--- src/ex_pkg.sv ---
package ex_pkg;

	// the word width is fixed by the instruction set
	localparam int word_w  = 32;
	localparam int shamt_w = 5;

	typedef logic [word_w-1:0]  word_t;   // operands and results
	typedef logic [shamt_w-1:0] shamt_t;  // low bits of b for shifts

	// alu operation codes as decoded by the previous stage
	typedef enum logic [3:0] {
		op_add    = 4'd0,
		op_sub    = 4'd1,
		op_and    = 4'd2,
		op_or     = 4'd3,
		op_xor    = 4'd4,
		op_slt    = 4'd5,
		op_sltu   = 4'd6,
		op_sll    = 4'd7,
		op_srl    = 4'd8,
		op_sra    = 4'd9,
		op_mult   = 4'd10, // reserved
		op_multu  = 4'd11, // reserved
		op_div    = 4'd12, // reserved
		op_divu   = 4'd13, // reserved
		op_branch = 4'd14
	} alu_op_t;

	// branch conditions, code 7 is unused and acts as br_none
	typedef enum logic [2:0] {
		br_none = 3'd0,
		br_eq   = 3'd1,
		br_ne   = 3'd2,
		br_ltz  = 3'd3,
		br_gtz  = 3'd4,
		br_lez  = 3'd5,
		br_gez  = 3'd6
	} br_cond_t;

	// request from the decode stage
	typedef struct packed {
		word_t    a;
		word_t    b;
		alu_op_t  op;
		br_cond_t cond;
	} ex_req_t;

	// registered response towards memory stage
	typedef struct packed {
		word_t result;
		logic  zero;
		logic  carry;
		logic  taken;
	} ex_resp_t;

endpackage
--- src/ex_stage.sv ---
`timescale 1ns/1ps

module ex_stage (
	input  logic             clk,
	input  logic             rst,
	input  logic             in_valid,
	input  ex_pkg::ex_req_t  in_req,
	input  logic             stall,
	output logic             out_valid,
	output ex_pkg::ex_resp_t out_resp
);

	import ex_pkg::*;

	word_t alu_result;
	logic  alu_carry;
	logic  cond_true;

	// both units see the same operands in the same cycle
	alu u_alu (
		.a      (in_req.a),
		.b      (in_req.b),
		.op     (in_req.op),
		.result (alu_result),
		.carry  (alu_carry)
	);

	branch_compare u_branch_compare (
		.a         (in_req.a),
		.b         (in_req.b),
		.cond      (in_req.cond),
		.cond_true (cond_true)
	);

	// joins the two answers into the stage register
	ex_result_reg u_ex_result_reg (
		.clk        (clk),
		.rst        (rst),
		.stall      (stall),
		.in_valid   (in_valid),
		.op         (in_req.op),
		.alu_result (alu_result),
		.alu_carry  (alu_carry),
		.cond_true  (cond_true),
		.out_valid  (out_valid),
		.out_resp   (out_resp)
	);

endmodule

--- src/ex_result_reg.sv ---
`timescale 1ns/1ps

module ex_result_reg (
	input  logic             clk,
	input  logic             rst,
	input  logic             stall,
	input  logic             in_valid,
	input  ex_pkg::alu_op_t  op,
	input  ex_pkg::word_t    alu_result,
	input  logic             alu_carry,
	input  logic             cond_true,
	output logic             out_valid,
	output ex_pkg::ex_resp_t out_resp
);

	import ex_pkg::*;

	logic     accept;
	ex_resp_t next_resp;
	alu_op_t  op_q;      // op of the item now in out_resp

	assign accept = in_valid && !stall;

	// taken only counts for branch ops
	always_comb begin
		next_resp.result = alu_result;
		next_resp.zero   = (alu_result == '0);
		next_resp.carry  = alu_carry;
		next_resp.taken  = cond_true && (op == op_branch);
	end

	always_ff @(posedge clk) begin
		if (rst) begin
			out_valid <= 1'b0;
			out_resp  <= '0;
		end else if (!stall) begin
			out_valid <= in_valid; // empty cycle drops valid
			if (in_valid) begin
				out_resp <= next_resp;
			end
		end
	end

	// kept only so the carry check below can see the op
	always_ff @(posedge clk) begin
		if (accept) begin
			op_q <= op;
		end
	end

	// nothing comes out in the first cycle after reset
	assert property (@(posedge clk) rst |=> !out_valid)
		else $error("out_valid set right after reset");

	// a stalled edge must leave the whole output alone
	assert property (@(posedge clk) disable iff (rst)
		stall |=> ($stable(out_valid) && $stable(out_resp)))
		else $error("output changed across a stall");

	// alu only reports carry for add and sub
	assert property (@(posedge clk) disable iff (rst)
		out_resp.carry |-> (op_q inside {op_add, op_sub}))
		else $error("carry set for op %0d", op_q);

endmodule

--- src/branch_compare.sv ---
`timescale 1ns/1ps

module branch_compare (
	input  ex_pkg::word_t    a,
	input  ex_pkg::word_t    b,
	input  ex_pkg::br_cond_t cond,
	output logic             cond_true
);

	import ex_pkg::*;

	logic ops_equal;
	logic a_neg;   // sign bit of a
	logic a_zero;

	// shared compare terms
	assign ops_equal = (a == b);
	assign a_neg     = a[31];
	assign a_zero    = (a == '0);

	always_comb begin
		case (cond)
			br_eq: begin
				cond_true = ops_equal;
			end
			br_ne: begin
				cond_true = !ops_equal;
			end
			br_ltz: begin
				cond_true = a_neg;
			end
			br_gtz: begin
				cond_true = !a_neg && !a_zero; // strictly positive
			end
			br_lez: begin
				cond_true = a_neg || a_zero;
			end
			br_gez: begin
				cond_true = !a_neg;
			end
			default: begin
				// br_none and the spare code never branch
				cond_true = 1'b0;
			end
		endcase
	end

endmodule

--- src/alu.sv ---
`timescale 1ns/1ps

module alu (
	input  ex_pkg::word_t   a,
	input  ex_pkg::word_t   b,
	input  ex_pkg::alu_op_t op,
	output ex_pkg::word_t   result,
	output logic            carry
);

	import ex_pkg::*;

	logic    is_sub;
	logic    is_arith;
	word_t   adder_b;      // b or its inverse for sub
	logic [32:0] sum;      // extra bit holds the carry out
	word_t   bitwise_and;
	word_t   bitwise_or;
	word_t   bitwise_xor;
	word_t   less_signed;
	word_t   less_unsigned;
	shamt_t  shamt;
	word_t   shift_ll;
	word_t   shift_rl;
	word_t   shift_ra;

	assign is_sub   = (op == op_sub);
	assign is_arith = (op == op_add) || (op == op_sub);

	// one adder serves both add and sub
	// sub is a + ~b + 1, the +1 enters as carry in
	assign adder_b = is_sub ? ~b : b;
	assign sum     = {1'b0, a} + {1'b0, adder_b} + {32'd0, is_sub};

	assign bitwise_and = a & b;
	assign bitwise_or  = a | b;
	assign bitwise_xor = a ^ b;

	assign less_signed   = ($signed(a) < $signed(b)) ? 32'd1 : 32'd0;
	assign less_unsigned = (a < b) ? 32'd1 : 32'd0;

	// only the low five bits of b count
	assign shamt    = b[4:0];
	assign shift_ll = a << shamt;
	assign shift_rl = a >> shamt;
	assign shift_ra = word_t'($signed(a) >>> shamt); // sign fill

	always_comb begin
		case (op)
			op_add: begin
				result = sum[31:0];
			end
			op_sub: begin
				result = sum[31:0];
			end
			op_and: begin
				result = bitwise_and;
			end
			op_or: begin
				result = bitwise_or;
			end
			op_xor: begin
				result = bitwise_xor;
			end
			op_slt: begin
				result = less_signed;
			end
			op_sltu: begin
				result = less_unsigned;
			end
			op_sll: begin
				result = shift_ll;
			end
			op_srl: begin
				result = shift_rl;
			end
			op_sra: begin
				result = shift_ra;
			end
			op_branch: begin
				result = '0; // branch outcome comes from branch_compare
			end
			default: begin
				// mult/div codes and code 15 are not implemented
				result = '0;
			end
		endcase
	end

	// for sub a set carry means no borrow
	assign carry = is_arith ? sum[32] : 1'b0;

endmodule

--- config.mk ---
export PLATFORM = sky130hd
export DESIGN_NAME = ex_stage
export DESIGN_NICKNAME = d
export VERILOG_FILES = /design/src/ex_pkg.sv /design/src/ex_stage.sv /design/src/ex_result_reg.sv /design/src/branch_compare.sv /design/src/alu.sv
export SDC_FILE = /design/constraint.sdc
export NUM_CORES = 1
export LEC_CHECK = 0
export CAP_MARGIN = 20
export CELL_PAD_IN_SITES_DETAIL_PLACEMENT = 1
export CELL_PAD_IN_SITES_GLOBAL_PLACEMENT = 2
export CORE_MARGIN = 2
export CORE_UTILIZATION = 29
export DETAILED_ROUTE_END_ITERATION = 10
export DONT_BUFFER_PORTS = 1
export PLACE_DENSITY = 0.71
export SYNTH_ARGS = -nofsm -noshare
export SYNTH_HDL_FRONTEND = slang
export SYNTH_SLANG_ARGS = --single-unit
--- constraint.sdc ---
create_clock -name clk -period 6.15 [get_ports clk]
set_input_delay 0.3075 -clock clk [delete_from_list [all_inputs] [get_ports clk]]
set_output_delay 0.3075 -clock clk [all_outputs]
set_load 0.005 [all_outputs]
# ---- Yosys cells after proc, flatten, opt, wreduce, memory -nomap -nowiden
# Index checks and enable logic that the tools add are counted.
dict set report word_totals {
  output_inout_bits 36
  input_bits 75
  regBits 36
}
dict set report classes {
  shifts 3
  add_sub_neg 2
  muxes 6
  magnitude_cmp 2
  reduce_logical 12
  n_bitwise 5
  eq_ne 17
}
# operator n
set ops {}
lappend ops {{$pmux 32 s9} 1}
lappend ops {{$logic_not 32->1} 2}
lappend ops {{$lt 32x32->1} 2}
lappend ops {{$add 32x32->33} 1}
lappend ops {{$add 33x1->33} 1}
lappend ops {{$and 32x32->32} 1}
lappend ops {{$eq 32x32->1} 1}
lappend ops {{$mux 32} 1}
lappend ops {{$not 32->32} 1}
lappend ops {{$or 32x32->32} 1}
lappend ops {{$shl 32x5->32} 1}
lappend ops {{$shr 32x5->32} 1}
lappend ops {{$sshr 32x5->32} 1}
lappend ops {{$xor 32x32->32} 1}
lappend ops {{$eq 4x3->1 const B} 4}
lappend ops {{$eq 4x4->1 const B} 3}
lappend ops {{$eq 3x3->1 const B} 3}
lappend ops {{$eq 4x2->1 const B} 2}
lappend ops {{$eq 3x2->1 const B} 2}
lappend ops {{$pmux 1 s6} 1}
lappend ops {{$eq 4x1->1 const B} 1}
lappend ops {{$logic_not 4->1} 1}
lappend ops {{$eq 3x1->1 const B} 1}
lappend ops {{$logic_not 1->1} 3}
lappend ops {{other kinds (6)} 10}

# ---- Longest topological paths before layout
# Gate-level depths: netlist of the first run.
dict set report logic_depth {
  ltp_word 6
  mapped_depth 20
}

# ---- By module
# Synthesis of the first run repeated with hierarchy kept, for this count alone.
dict set report hier_totals {
  cells_unflattened 1270
  hier_area_um2 9935.8
}
# mod area_per_inst_um2 n_inst cells_each seq_area_each_um2
set modules_own_cells {}
lappend modules_own_cells {alu 8121.5 1 1038 0.0}
lappend modules_own_cells {ex_result_reg 1340.0 1 169 720.7}
lappend modules_own_cells {branch_compare 474.2 1 63 0.0}

# ---- Worst setup path before layout of the first run
# No wires, ideal clock.
dict set report synth_timing {
  path_kind {input -> register}
  startpoint {in in_req[3] in the netlist's numbering}
  endpoint {reg, netlist name u_ex_result_reg.out_resp[2]}
  path_slack_ns 1.171
  stages 19
  setup_time_ns 0.088
  arrival_time_ns 4.891
  required_time_ns 6.062
  cell_sequence {clkbuf_1 -> clkbuf_1 -> buf_1 -> nand2b_1 -> nor3_1 -> clkbuf_1 -> xnor2_1 -> ha_1 -> o21ai_0 -> a21oi_1 -> a31oi_1 -> a21oi_1 -> o31ai_1 -> mux2i_1 -> nor4_1 -> nand4_1 -> nor4_1 -> nand4_1 -> o32ai_2}
}
dict set report synth_via {
  elab_chain_len 6
  elab_cells_between_ends 16
}
# element line
set synth_rtl {}
lappend synth_rtl {{from (decl)} ex_stage.sv:7} ;# input ex_pkg::ex_req_t in_req,
lappend synth_rtl {{$eq 4x1->1} {alu.sv:27, alu.sv:49}}
lappend synth_rtl {{$mux 32} alu.sv:32} ;# assign adder_b = is_sub ? ~b : b;
lappend synth_rtl {{$add 32x32->33} alu.sv:33} ;# assign sum = {1'b0, a} + {1'b0, adder_b} + {32'd0, is_sub};
lappend synth_rtl {{$add 33x1->33} alu.sv:33}
lappend synth_rtl {{$pmux 32 s9 (*)} alu.sv:49} ;# case (op)
lappend synth_rtl {{$logic_not 32->1 (*)} ex_result_reg.sv:27} ;# next_resp.zero = (alu_result == '0);
# Every way passes the cells marked *; elsewhere a longest branch is shown, timed or not.
# A chain may end at the register's enable or synchronous reset.

# ---- Worst setup path in the final report of the first run
dict set report layout_timing {
  startpoint {in in_req[4] in the netlist's numbering}
  endpoint {reg, netlist name u_ex_result_reg.out_resp[2]}
}
dict set report layout_via {
  elab_chain_len 6
  elab_cells_between_ends 16
}
# element line
set layout_rtl {}
lappend layout_rtl {{$eq 4x1->1} {alu.sv:27, alu.sv:49}}
lappend layout_rtl {{$mux 32} alu.sv:32}
lappend layout_rtl {{$add 32x32->33} alu.sv:33}
lappend layout_rtl {{$add 33x1->33} alu.sv:33}
lappend layout_rtl {{$pmux 32 s9 (*)} alu.sv:49}
lappend layout_rtl {{$logic_not 32->1 (*)} ex_result_reg.sv:27}
# Marks and branches as above.

==> impl_metrics.ini, run 1 <==
[outcome]
result_of_the_run = finished, final reports clean

[synthesis]
syn_avg_cell_area_um2 = 7.45
async_flop_share = 0
syn_area_um2 = 10300
synth_largest_area_cell = ha_1
syn_inst = 1381
synth_top_cells_by_area = ha_1 (16%), mux4_2 (9.2%), dfxtp_1 (7.0%), mux2i_1 (5.2%), a21oi_1 (4.6%)
yosysMostFrequentCell = ha_1
fraction_of_the_yosys_area_taken_by_sequential_cells = 0.0700
netlist-cell-type-count = 76
synthesis.nets = 1585
synth-main-ff-cell = dfxtp_1
post_synth_edffs = 0
synth_warnings = 0
ys_ff_latch = 36
post-synth-top-area-fraction = 0.156
netlist_top_cells_count = ha_1 (128), nand2_1 (123), nor2_1 (115)

[setup_path]
worstSetupPathType = in -> reg
critical_path.top_delay_family = compound AO/OA/AOI/OAI gates
crit_path_cell_trace = nand2b_1 -> nor3_2 -> buf_4 -> xnor2_1 -> inv_1 -> fa_1 -> nand2b_1 -> a21oi_1 -> a31oi_1 -> a21oi_1 -> o31ai_1 -> xnor2_1 -> a211oi_1 -> nand4_1 -> nor4_1 -> nand4_1 -> o32ai_2
crit_buf_inv = 2
worst-endpoint-required_ns = 6.35
cp_data_arrival_time_ns = 4.91
critical_path_peak_fanout = 20
critical_path.max_stage_delay_ns = 0.53
cpMaxStageDelayCell = a21oi_1
worstSetupStartpointType = primary input
endpoint_kind = register

[floorplan]
initial_core_util = 0.296
floorplan_core_area_um2 = 34700
placement_rows = 68
io-pin-count = 111
design.die.area_um2 = 37000
die_h_um = 192
horiz_die_dim_um = 192

[power]
pwr_density_cell_nw_per_um2 = 123
swShare = 0.449
p_switching_uw = 590
p_leak_nw = 4.28
power.internal_uw = 725
share_comb_of_total_power = 0.608
power.sequential.fraction = 0.199
clock_power_share = 0.193
max-vdd-ir-drop_mv = 0.216

[grt]
grt_pass1_vias = 11100
grt_start_max_net_pins = 101
antenna_violations_before_repair = 3
global_route.overflow_total = 0
grt_first_pass_wirelength_um = 77000
grt_use_total = 0.281

[clock_network]
clock_tree_from_tritoncts = done
clkSlewWorstSetupHoldPaths_ns = 0.05
cts_hold_buf = 0
postCtsSetupRepairBufs = 0
cts-htree-levels = 2
cts_root_buf = clkbuf_16
clock_sinks = 36
clockBufferDepth = 2
number_of_buffers_created_by_cts = 5
cts_resizes = 0
worstSkewPairLatency_ns = 0.28

[final_layout]
post-route-util = 0.309
final_nets = 1494
area_delta_synth_final_pct = 4.07
final_layout_size_suffix_gt1_frac = 0.0875

[detailed_routing]
routed_wire_length_per_instance_um = 30.2
num_vias = 11200
post_drt_via_cell_ratio = 6.44
drcViolationCount = 0
detailedRoute.firstPassIterationCount = 7
first_iter_violations = 1244
drt_wl_total_um = 52700
route.antenna.remaining_nets = 0

[timing]
slew_violations = 0
timing.setup.tns_ns = 0
max_slew.worst_pin.slew_ns = 1.15
timing.final.setup_violations = 0
achievable-frequency_mhz = 212
timing.final.crit_share = 0.766
finClkSkew_ns = 0
grt_setup_unrepaired = no
worst_slack_ns = 1.44
post-route-min-period_ns = 4.71
relSlewSlack = 0.231
final-hold-violation-count = 0

[place]
hpwl_um = 40200
count_of_input_and_output_buffers = 0
routabilityCongestion = 0.973
post_placement_setup_slack_ns = 1.27

[flow_run]
cap_viol_max_count = 0

[min_path]
min_path_type = in -> reg
## power groups by stage
stage	combinational, mW	clock (mW)	sequential (mW)
global route	0.863	0.270	0.265
global placement	0.772	0	0.267
detailed placement	0.779	0	0.268
floorplan	0.613	0	0.261
CTS	0.783	0.259	0.263
finish	0.799	0.254	0.262
## worst register-to-register path, stage by stage, from the launching register on
cell	delay [ns]
dfxtp_1	0.40
nor2_1	0.10
a211oi_1	0.39
## cell usage in the layout (no fill, tap or decap), types with 13 or more instances in the layout
cell type / instances
ha_1: 128
nand2_1: 123
nor2_1: 115
a21oi_1: 94
inv_1: 88
o21ai_0: 60
mux2i_1: 53
a211oi_1: 45
xnor2_1: 42
mux4_2: 42
dfxtp_1: 36
mux2_2: 32
nor3_1: 28
nand3_1: 27
o211ai_1: 24
a31oi_1: 24
a22oi_1: 23
nor4_1: 21
nor2b_1: 18
buf_4: 16
nand4_1: 15
a221oi_1: 13
and3_1: 13
o31ai_1: 13
## metal layers
metal | share of wire | global-route usage | wire (um) | vias up
li1 | - | - | - | 4995
met1 | 0.43 | 0.376 | 22600 | 5609
met2 | 0.44 | 0.442 | 23100 | 545
met3 | 0.093 | 0.0618 | 4890 | 89
met4 | 0.038 | 0.101 | 2020 | 4
met5 | 0.00061 | 0 | 32 | -
## sequential cells by signal, summed over array words and instances, names as in the netlist
register	cells
u_ex_result_reg.out_resp	35
u_ex_result_reg.out_valid	1
## path summary, 6_finish.rpt
| kind | slack, ns | end | cells after the start | from |
|---|---|---|---|---|
| setup reg to reg | 5.12 | u_ex_result_reg.out_resp[9] | 2 | u_ex_result_reg.out_resp[9] |
| hold / removal | 0.09 | u_ex_result_reg.out_resp[1] | 1 | rst |
| hold reg to reg | 0.47 | u_ex_result_reg.out_valid | 2 | u_ex_result_reg.out_valid |
| setup / recovery | 1.44 | u_ex_result_reg.out_resp[2] | 17 | in_req[4] |
## cell type report
cell class	count	area, um^2
Timing Repair Buffer	16	120
Inverter	92	345
Fill cell	4241	24000
Sequential cell	36	721
Multi-Input combinational cell	1139	8800
Clock inverter	2	10.0
Clock buffer	6	139
Antenna cell	1	2.50
Tap cell	455	569
## metrics by stage
stage | cells | power [mW] | hold slack [ns] | cell area [um^2]
finish | 1747 | 1.31 | 0.0906 | 10700
CTS | 1746 | 1.31 | 0.0843 | 10700
global placement | 1738 | 1.04 | 0.380 | 10600
global route | 1746 | 1.40 | 0.0784 | 10700
detailed placement | 1738 | 1.05 | 0.382 | 10600
floorplan | 1381 | 0.874 | 0.448 | 10300
## logic make-up after synthesis
group	after synthesis	share of synthesized area
XOR/XNOR	48	0.0409
multiplexers	127	0.178
flip-flops	36	0.0700
AO/OA/AOI/OAI	419	0.279
AND/OR/NAND/NOR	416	0.195
adder cells (fa/ha/maj)	129	0.158
buffers and inverters	206	0.0790
No activity file was read; power rests on OpenSTA's default activity.
==> run 2: changes to the inputs <==
Clock period 6.15 ns to 4.45 ns, I/O delays scaled along.
==> run 2 against run 1 <==
Effect of this change:
- final area rose by 2.0%
- critical endpoint unchanged
- non-clock buffer count rose by 26
- sequential cell count unchanged
- final cell count rose by 1.4%
- sequential share of layout area shrank 0.13 points
- critical path depth rose by 1
- first-iteration DRC count shrank 16%
- core utilization is 0.62 points higher
- sequential power increased by 37%
- worst setup slack got worse by 1.1 ns
==> impl_metrics.ini, run 2 (synthesis results as in run 1) <==
[detailed_routing]
routed_wire_length_per_instance_um = 29.7
post_drt_via_cell_ratio = 6.39
drcViolationCount = 0
route.antenna.remaining_nets = 0
drt_wl_total_um = 52700
first_iter_violations = 1049
detailedRoute.firstPassIterationCount = 5
num_vias = 11300

[floorplan]
placement_rows = 68
floorplan_core_area_um2 = 34700
die_h_um = 192
horiz_die_dim_um = 192
io-pin-count = 111
initial_core_util = 0.296
design.die.area_um2 = 37000

[final_layout]
commonest_cells_after_routing_fill_and_taps_aside = ha_1 (128), nand2_1 (123), nor2_1 (115)
post-route-util = 0.315
final_nets = 1520
final_design_area_no_fill_um2 = 10900
area_delta_synth_final_pct = 6.16
mostFrequentLayoutCell = ha_1
final_layout_size_suffix_gt1_frac = 0.106
antenna-diode-count = 0
largest_register_ffs = 35
fillerInstances = 4246
final_cell_count_no_fill = 1771
top_register = u_ex_result_reg.out_resp
largestRegisters = u_ex_result_reg.out_resp x35, u_ex_result_reg.out_valid x1

[clock_network]
clockBufferDepth = 2
cts-htree-levels = 2
postCtsSetupRepairBufs = 0
clock_tree_from_tritoncts = done
cts_root_buf = clkbuf_16
worstSkewPairLatency_ns = 0.28
clock_sinks = 36
clkSlewWorstSetupHoldPaths_ns = 0.05
number_of_buffers_created_by_cts = 5

[timing]
post-route-min-period_ns = 4.11
worst_slack_ns = 0.343
timing.final.setup_violations = 0
timing.setup.tns_ns = 0
max_slew.worst_pin.slew_ns = 1.07
fin_hold_ws_ns = 0.0140
finClkSkew_ns = 0
grt_setup_unrepaired = no
final-hold-violation-count = 0
achievable-frequency_mhz = 243
relSlewSlack = 0.284
slew_violations = 0
timing.final.crit_share = 0.923

[setup_path]
worstSetupStartpointType = primary input
endpoint_kind = register
cp_data_arrival_time_ns = 4.30
critical_path_peak_fanout = 20
worstSetupPathType = in -> reg
worst-endpoint-required_ns = 4.64

[grt]
grt_use_total = 0.281
grt_start_max_net_pins = 101
antenna_violations_before_repair = 3
grt_pass1_vias = 11300
global_route.overflow_total = 0
grt_first_pass_wirelength_um = 77400

[place]
routabilityCongestion = 0.973
post_placement_setup_slack_ns = 0.0262
detailed_place.area_um2 = 10800
placed_cells_incl_taps = 1763
hpwl_um = 40200
count_of_input_and_output_buffers = 0

[power]
clock_power_share = 0.192
power.internal_mw = 1.04
pwr_density_cell_nw_per_um2 = 170
p_leak_nw = 4.40
share_comb_of_total_power = 0.614
max-vdd-ir-drop_mv = 0.301
power.sequential.fraction = 0.194
power_mw = 1.86
swShare = 0.440
p_switching_uw = 816

[flow_run]
cap_viol_max_count = 0

[outcome]
result_of_the_run = finished, final reports clean

[min_path]
min_path_type = in -> reg
-- run 2: cell types whose count changed in the layout (fill, tap and decap cells not counted), sizes merged --
cell,previous run,this run
buf,16,42
clkbuf,6,7
clkinv,5,3
diode,1,0
-- run 2: power groups by stage --
stage          logic, mW  clock network (mW)  registers (mW)
3_5_place_dp        1.11                   0           0.368
3_3_place_gp        1.10                   0           0.367
6_report            1.14               0.356           0.360
4_1_cts             1.12               0.362           0.361
5_1_grt             1.24               0.375           0.364
2_1_floorplan      0.849                   0           0.361
-- run 2: layout make-up --
| type | instances | area (um^2) | share of cell area |
|---|---|---|---|
| Inverter | 92 | 345 | 0.0316 |
| Tap cell | 455 | 569 | 0.0521 |
| Timing Repair Buffer | 42 | 322 | 0.0294 |
| Sequential cell | 36 | 721 | 0.0660 |
| Multi-Input combinational cell | 1139 | 8820 | 0.807 |
| Clock buffer | 7 | 153 | 0.0140 |
-- run 2: final timing paths --
| path | startpoint | slack (ns) | endpoint | cells after the start |
|---|---|---|---|---|
| setup / recovery | in_req[4] | 0.34 | u_ex_result_reg.out_resp[2] | 18 |
| hold / removal | rst | 0.01 | u_ex_result_reg.out_resp[31] | 1 |
| setup reg to reg | u_ex_result_reg.out_resp[8] | 3.65 | u_ex_result_reg.out_resp[8] | 2 |
| hold reg to reg | u_ex_result_reg.out_valid | 0.47 | u_ex_result_reg.out_valid | 2 |
-- run 2: worst max-delay path, cell delays in order --
cell,delay [ns]
nand2b_1,0.17
nor3_2,0.20
buf_4,0.20
buf_4,0.22
xnor2_1,0.09
ha_1,0.47
nand4_1,0.19
o221ai_1,0.40
nor3_1,0.11
a21oi_1,0.48
nand4_1,0.24
mux2i_1,0.16
a21oi_1,0.25
nand3_1,0.12
nor4_1,0.22
buf_4,0.16
nand4_1,0.11
o32ai_2,0.25
-- run 2: what timing repair did --
action,CTS,global route
hold buffers,0,0
resized for setup,0,1
setup endpoints to repair,0,2
-- run 2: routing by layer --
metal  GRT usage  part of all wire
met1       0.376              0.43
met2       0.454              0.45
met3      0.0551             0.085
met4      0.0875             0.034
met5           0           0.00061
